**config.mk**
```make
export PLATFORM = sky130hd
export DESIGN_NAME = prescale_cfg_slave_flat
export DESIGN_NICKNAME = d
export VERILOG_FILES = /design/src/hw/cfg_pkg.sv /design/src/hw/dac_fmt_pkg.sv /design/src/hw/coeff_wr_if.sv /design/src/hw/prescale_cfg_slave.sv /design/src/flat_wrapper.sv
export SDC_FILE = /design/constraint.sdc
export NUM_CORES = 1
export LEC_CHECK = 0
export BUFFER_PORTS_ARGS = -buffer_cell sky130_fd_sc_hd__buf_2
export CORE_UTILIZATION = 45
export DETAILED_ROUTE_END_ITERATION = 7
export PLACE_DENSITY_LB_ADDON = 0.1
export SKIP_LAST_GASP = 1
export SLEW_MARGIN = 20
export SYNTH_ARGS = -nofsm -noshare
export SYNTH_HDL_FRONTEND = slang
export SYNTH_SLANG_ARGS = --single-unit
```
**constraint.sdc**
```tcl
create_clock -name clk -period 2.8 [get_ports clk]
set_clock_uncertainty 0.2 [all_clocks]
set_input_delay 0.14 -clock clk [delete_from_list [all_inputs] [get_ports clk]]
set_output_delay 0.14 -clock clk [all_outputs]
set_load 0.02 [all_outputs]
```
**src/hw/cfg_pkg.sv**
```systemverilog
package cfg_pkg;

  // wide enough to address up to eight channels
  localparam int chan_idx_width = 3;

  typedef logic [chan_idx_width-1:0] chan_idx_t;

  // states of the four-phase configuration slave
  //   st_idle     waiting for the master to raise req
  //   st_write    request captured, coefficient write issued this cycle
  //   st_ack      ack raised for the first time
  //   st_release  ack held until the master drops req
  typedef enum logic [1:0] {
    st_idle,
    st_write,
    st_ack,
    st_release
  } cfg_state_t;

endpackage

```
**src/hw/dac_fmt_pkg.sv**
```systemverilog
package dac_fmt_pkg;

  // samples are two's complement and full scale spans the whole word
  localparam int sample_width = 16;

  // scale is Q2.16, so the usable range is -2.0 up to just under 2.0
  localparam int scale_width = 18;
  localparam int scale_frac_bits = 16;

  // offset is Q2.12 in units of full scale
  localparam int offset_width = 14;
  localparam int offset_frac_bits = 12;

  // one offset LSB is this many sample LSBs, expressed as a left shift
  localparam int offset_shift = sample_width - offset_frac_bits;

  // full product of a sample and a scale factor with no bits dropped
  localparam int product_width = sample_width + scale_width;

  // register stages between a sample entering a lane and leaving it
  localparam int lane_latency = 3;

  typedef logic signed [sample_width-1:0] sample_t;
  typedef logic signed [scale_width-1:0] scale_t;
  typedef logic signed [offset_width-1:0] offset_t;
  typedef logic signed [product_width-1:0] product_t;

  // unity gain is loaded into every channel at reset
  localparam scale_t scale_one = scale_t'(18'h10000);

endpackage

```
**src/hw/coeff_wr_if.sv**
```systemverilog
`timescale 1ns/1ps

// a single coefficient write is valid for the one cycle in which wr is high
interface coeff_wr_if
  import dac_fmt_pkg::*, cfg_pkg::*;
();

  logic wr;
  chan_idx_t channel;
  scale_t scale;
  offset_t offset;

  modport source (
    output wr,
    output channel,
    output scale,
    output offset
  );

  modport sink (
    input wr,
    input channel,
    input scale,
    input offset
  );

endinterface

```
**src/hw/prescale_cfg_slave.sv**
```systemverilog
`timescale 1ns/1ps

module prescale_cfg_slave
  import dac_fmt_pkg::*;
  import cfg_pkg::*;
#(
  parameter int channels = 2
) (
  input logic clk,
  input logic reset,
  input logic cfg_req,
  input chan_idx_t cfg_channel,
  input scale_t cfg_scale,
  input offset_t cfg_offset,
  output logic cfg_ack,
  coeff_wr_if.source coeff
);

  cfg_state_t state;
  cfg_state_t state_next;

  // request fields held from the capture edge until the write goes out
  chan_idx_t channel_q;
  scale_t scale_q;
  offset_t offset_q;

  logic in_range;

  always_comb begin
    state_next = state;
    case (state)
      st_idle: begin
        if (cfg_req) begin
          state_next = st_write;
        end
      end
      st_write: begin
        state_next = st_ack;
      end
      st_ack: begin
        state_next = st_release;
      end
      st_release: begin
        // ack drops on the edge after req is seen low
        if (!cfg_req) begin
          state_next = st_idle;
        end
      end
      default: begin
        state_next = st_idle;
      end
    endcase
  end

  always_ff @(posedge clk) begin
    if (reset) begin
      state <= st_idle;
    end else begin
      state <= state_next;
    end
  end

  // the master keeps the fields stable while req is high, so capture once
  always_ff @(posedge clk) begin
    if (state == st_idle && cfg_req) begin
      channel_q <= cfg_channel;
      scale_q <= cfg_scale;
      offset_q <= cfg_offset;
    end
  end

  // out of range requests still go through the handshake but never write
  assign in_range = int'(channel_q) < channels;

  assign coeff.wr = (state == st_write) && in_range;
  assign coeff.channel = channel_q;
  assign coeff.scale = scale_q;
  assign coeff.offset = offset_q;

  assign cfg_ack = (state == st_ack) || (state == st_release);

endmodule

```
**src/flat_wrapper.sv**
```systemverilog
// flat-port wrapper written by rule: the top's interface ports become plain ports
module prescale_cfg_slave_flat import dac_fmt_pkg::*; import cfg_pkg::*;
#(
  parameter int channels = 2
)
  (clk, reset, cfg_req, cfg_channel, cfg_scale, cfg_offset, cfg_ack, coeff_wr, coeff_channel, coeff_scale, coeff_offset);
  coeff_wr_if coeff_i ();
  input logic clk;
  input logic reset;
  input logic cfg_req;
  input chan_idx_t cfg_channel;
  input scale_t cfg_scale;
  input offset_t cfg_offset;
  output logic cfg_ack;
  output wire logic [$bits(coeff_i.wr)-1:0] coeff_wr;
  output wire logic [$bits(coeff_i.channel)-1:0] coeff_channel;
  output wire logic [$bits(coeff_i.scale)-1:0] coeff_scale;
  output wire logic [$bits(coeff_i.offset)-1:0] coeff_offset;
  assign coeff_wr = coeff_i.wr;
  assign coeff_channel = coeff_i.channel;
  assign coeff_scale = coeff_i.scale;
  assign coeff_offset = coeff_i.offset;
  prescale_cfg_slave #(.channels(channels)) u_core (.clk(clk), .reset(reset), .cfg_req(cfg_req), .cfg_channel(cfg_channel), .cfg_scale(cfg_scale), .cfg_offset(cfg_offset), .cfg_ack(cfg_ack), .coeff(coeff_i));
endmodule
```
### Word level (Yosys, flattened, before mapping)

Cells that the tools add are included.

* register bits after elaboration: 37
* bits of input ports: 38
* output and inout bits: 37
* logic and storage cells: 18

* order comparisons: 1
* eq/ne operators: 5
* muxes and demuxes: 3
* reductions and logical operators: 5

Operator list (count)
* 2-bit one-hot mux with 4 select lines: 1
* 2-bit equality test (second input constant): 2
* 2-bit two-way mux: 2
* 2-bit != test (second input constant): 2
* 3-bit by 2-bit less-than comparator with 1-bit output (second input constant): 1
* 2-bit by 1-bit equality test with 1-bit output (second input constant): 1
* 1-bit logical AND: 2
* 2-bit zero test: 1
* 2-bit AND reduction: 1
* 1-bit logical OR: 1

### Depth between registers and ports, before layout

* depth after elaboration: 3
* mapped depth: 4
* gate-level depth less buffers: 4

### Worst setup path after synthesis

Ideal clock, no wire load.

* path type: reg-to-reg
* start: reg u_core.state[0]
* end: reg u_core.channel_q[0] (netlist: u_core.coeff.channel[0]) (enable)
* library setup time: 376 ps
* data arrival time: 1109 ps
* required time: 2224 ps
* setup slack: 1115 ps
* cell stages (with the launch flop): 4
* buffers on the path: 0
* period minus slack after synthesis: 1685 ps
* cell sequence: dfxtp_1 inv_1 ha_1 and2_2

* word-level cells in the longest chain between the ends: 2

RTL lines
* start, declared: line prescale_cfg_slave.sv:19 `cfg_state_t state;`
* start signal, assigned: line prescale_cfg_slave.sv:57 `state <= st_idle;`
* start signal, assigned: line prescale_cfg_slave.sv:59 `state <= state_next;`
* 2-bit zero test: line prescale_cfg_slave.sv:65 `if (state == st_idle && cfg_req) begin`
* 1-bit logical AND: line prescale_cfg_slave.sv:65
* end signal, assigned: line prescale_cfg_slave.sv:66 `channel_q <= cfg_channel;`
* end, declared: line prescale_cfg_slave.sv:23 `chan_idx_t channel_q;`

Every way passes these cells.
A chain may end at the register's enable or synchronous reset.

### Worst setup path in the final report

* start: reg u_core.state[0]
* end: reg u_core.state[1]

* word-level cells in the longest chain between the ends: 3
* elaborated cells on any way between the ends: 8
* classes of those cells: eq/ne (5); mux (1); reduce/logical (2)

RTL lines
* 2-bit equality test / 2-bit zero test (equally long branches): line prescale_cfg_slave.sv:31 `case (state)`
* 2-bit != test (no source line)
* 2-bit AND reduction (no source line)

Several ways; a longest one is shown, not always the timed one.

==> out/results.ini <==
[drt]
drt-initial-drc-count=16
viasPerCell=4.51
vias=920
route.detailed.drc=0
avgRoutedWirePerCell_microns=14.1
drt_first_pass_iters=4
drt-total-wl_microns=2880
antenna_left=0

[global_routing]
antenna_found_initial=0
grt_start_max_net_pins=36
grt.overflow.total=0
grt_usage_pct=21.5
grt_pass1_vias=918
grt_first_pass_wirelength_microns=4070

[floorplan]
dieHeight_microns=54.5
io_pins=75
rows=18
die_w_microns=54.5
initial_core_util_pct=48.8
core-area_sq_um=2540
dieArea_sq_um=2980

[placement]
routabilityCongestion=0.645
dp_slack_ns=0.888
dp.final_hpwl_microns=1630
portBuffers=74
place_inst=158
dpl-instance-area_sq_um=1650

[critical_path]
r2r_slack_ns=0.74
regToRegEndpoint=u_core.state[1]
worstReg2RegStart=u_core.state[0]
worstSetupEndpoint=u_core.state[1]
cp-start-kind=register
cp-startpoint=u_core.state[0]
reg2reg_depth=5
crit_type=reg -> reg
cp_data_required_time_ns=2.88
crit_fanout=4
cp_data_arrival_time_ns=2.14
endpoint_kind=register

[power]
ir_drop_uv=776
p_per_area_nw_per_um2=809
power.leakage_nw=0.925

[synth]
syn-cell-area_sq_um=1240
synth_top_area_cell=edfxtp_1
ys_seq_elements=37
synth.distinct_cells=11
ys_warn_count=0
synth.area.top_cells=edfxtp_1 85%, ha_1 5.0%, dfxtp_1 3.2%
syn_nets=97
syn_inst=54
ys_seq_area_share_pct=87.8
synth_top_area_share_pct=84.6
syn_avg_cell_area_sq_um=23.0

[timing]
max_freq_mhz=486
tightest_slew_ns=0.787
slew_viol_final=0
rsz0062_at_grt=false
max_slew_margin_pct=47.5
setup_slack_ns=0.742
setup_viol=0
hold_viol=0
finalCriticalPeriod_ns=2.06
setup-tns-final_ns=0
period_share_pct=73.5

[cells_and_area]
diodes=0
multi_input_area_sq_um=144
fin_util_pct=83.1
seq_area_sq_um=1090
nets=216
fillers=132
syn2layout_area_growth_pct=70.2
final_area_sq_um=2110
drive_above_1_share_pct=48.9
final_cells=204

[clock_tree]
cts_buffer_depth=2
clkTransAtPathRegs_ns=0.11
clkLatencyLatePin_ns=0.33
root_buffer=clkbuf_4
clkSinkCount=37
cts_made_buffers=5
ctsHtreeMaxLevel=2
cts_setup_buffers=0
cts_tree=built

[outcome]
status=finished clean

[worst_hold_path]
hold_class=in -> reg

[job]
maxCapViolCount=0

[cells by family (layout without fill, tap and decap cells)]
| logic type | Yosys count | count (layout) | synth area share [%] |
|---|---|---|---|
| flip-flops | 37 | 37 | 87.8 |
| AND/OR/NAND/NOR | 6 | 6 | 3.22 |
| adder cells (fa/ha/maj) | 5 | 5 | 5.04 |
| multiplexers | 3 | 3 | 2.72 |
| buffers and inverters | 2 | 122 | 0.604 |
| AO/OA/AOI/OAI | 1 | 1 | 0.604 |
[area by class of cell]
type	count	area share, %
Clock buffer	5	1.78
Sequential cell	37	51.6
Timing Repair Buffer	112	35.5
Inverter	2	0.355
Clock inverter	3	2.19
Multi-Input combinational cell	15	6.80
Tap cell	30	1.78
[cells in the mapped netlist, drive strengths merged]
library cell / instances
nor3b: 1
dfxtp: 2
or2: 1
nand2b: 3
and2: 1
mux2i: 3
ha: 5
o21bai: 1
inv: 2
edfxtp: 35
[how the worst min path moves through the flow]
stage / from / endpoint / slack, ns / cells after the start
2_1_floorplan: cfg_channel[0] / u_core.coeff.channel[0] / 0.04 / 0
3_3_place_gp: cfg_channel[0] / u_core.coeff.channel[0] / 0.12 / 1
6_report: cfg_offset[13] / u_core.coeff.offset[13] / 0.30 / 2
5_1_grt: cfg_offset[7] / u_core.coeff.offset[7] / 0.28 / 2
3_5_place_dp: cfg_offset[11] / u_core.coeff.offset[11] / 0.12 / 1
4_1_cts: cfg_scale[16] / u_core.coeff.scale[16] / 0.29 / 2
[through the flow]
stage	hold slack (ns)	total power, mW
after floorplan	0.0389	1.12
after global routing	0.279	1.80
after detailed placement	0.118	1.30
final	0.298	1.71
after CTS	0.286	1.71
after global placement	0.116	1.28
[timing repair]
| action | in CTS | in global routing |
|---|---|---|
| endpoints found under the hold margin | 37 | 0 |
| hold buffers | 38 | 0 |
| resized for setup | 0 | 0 |
[worst max-delay path, stage by stage (launching register included)]
cell,delay [ns]
dfxtp_1,0.40
inv_1,0.10
ha_1,0.24
mux2i_2,0.26
mux2i_1,0.25
dlygate4sd3_1,0.56
[per-layer routing]
| layer | wire length (microns) | GRT usage, % | up-vias |
|---|---|---|---|
| li1 | - | - | 438 |
| met4 | 60 | 8.12 | 0 |
| met3 | 230 | 10.6 | 6 |
| met1 | 1010 | 19.2 | 423 |
| met5 | 0 | 0 | - |
| met2 | 1570 | 40.7 | 53 |
[state kept, by name, summed over array words and instances (netlist names)]
signal / cells
u_core.coeff.scale: 18
u_core.coeff.offset: 14
u_core.coeff.channel: 3
u_core.state: 2
[report_power, final]
| group | leakage (nW) | internal, mW | switching (mW) | total, mW |
|---|---|---|---|---|
| Clock | 0.0414 | 0.189 | 0.178 | 0.367 |
| Combinational | 0.535 | 0.190 | 0.333 | 0.523 |
| Sequential | 0.349 | 0.776 | 0.0450 | 0.821 |
[cells in the final DEF, fill, tap and decap left out]
master,Yosys,routed
clkinvlp_4,0,1
dfxtp_1,2,2
bufinv_16,0,1
nand2b_1,3,3
inv_1,2,2
edfxtp_1,35,35
and2_2,1,1
clkinv_4,0,1
mux2i_1,2,2
dlygate4sd3_1,0,38
nor3b_1,1,1
ha_1,5,5
or2_2,1,1
o21bai_1,1,1
mux2i_2,1,1
clkbuf_4,0,5
buf_2,0,74
Note: power is estimated with default switching activity, not from simulation.
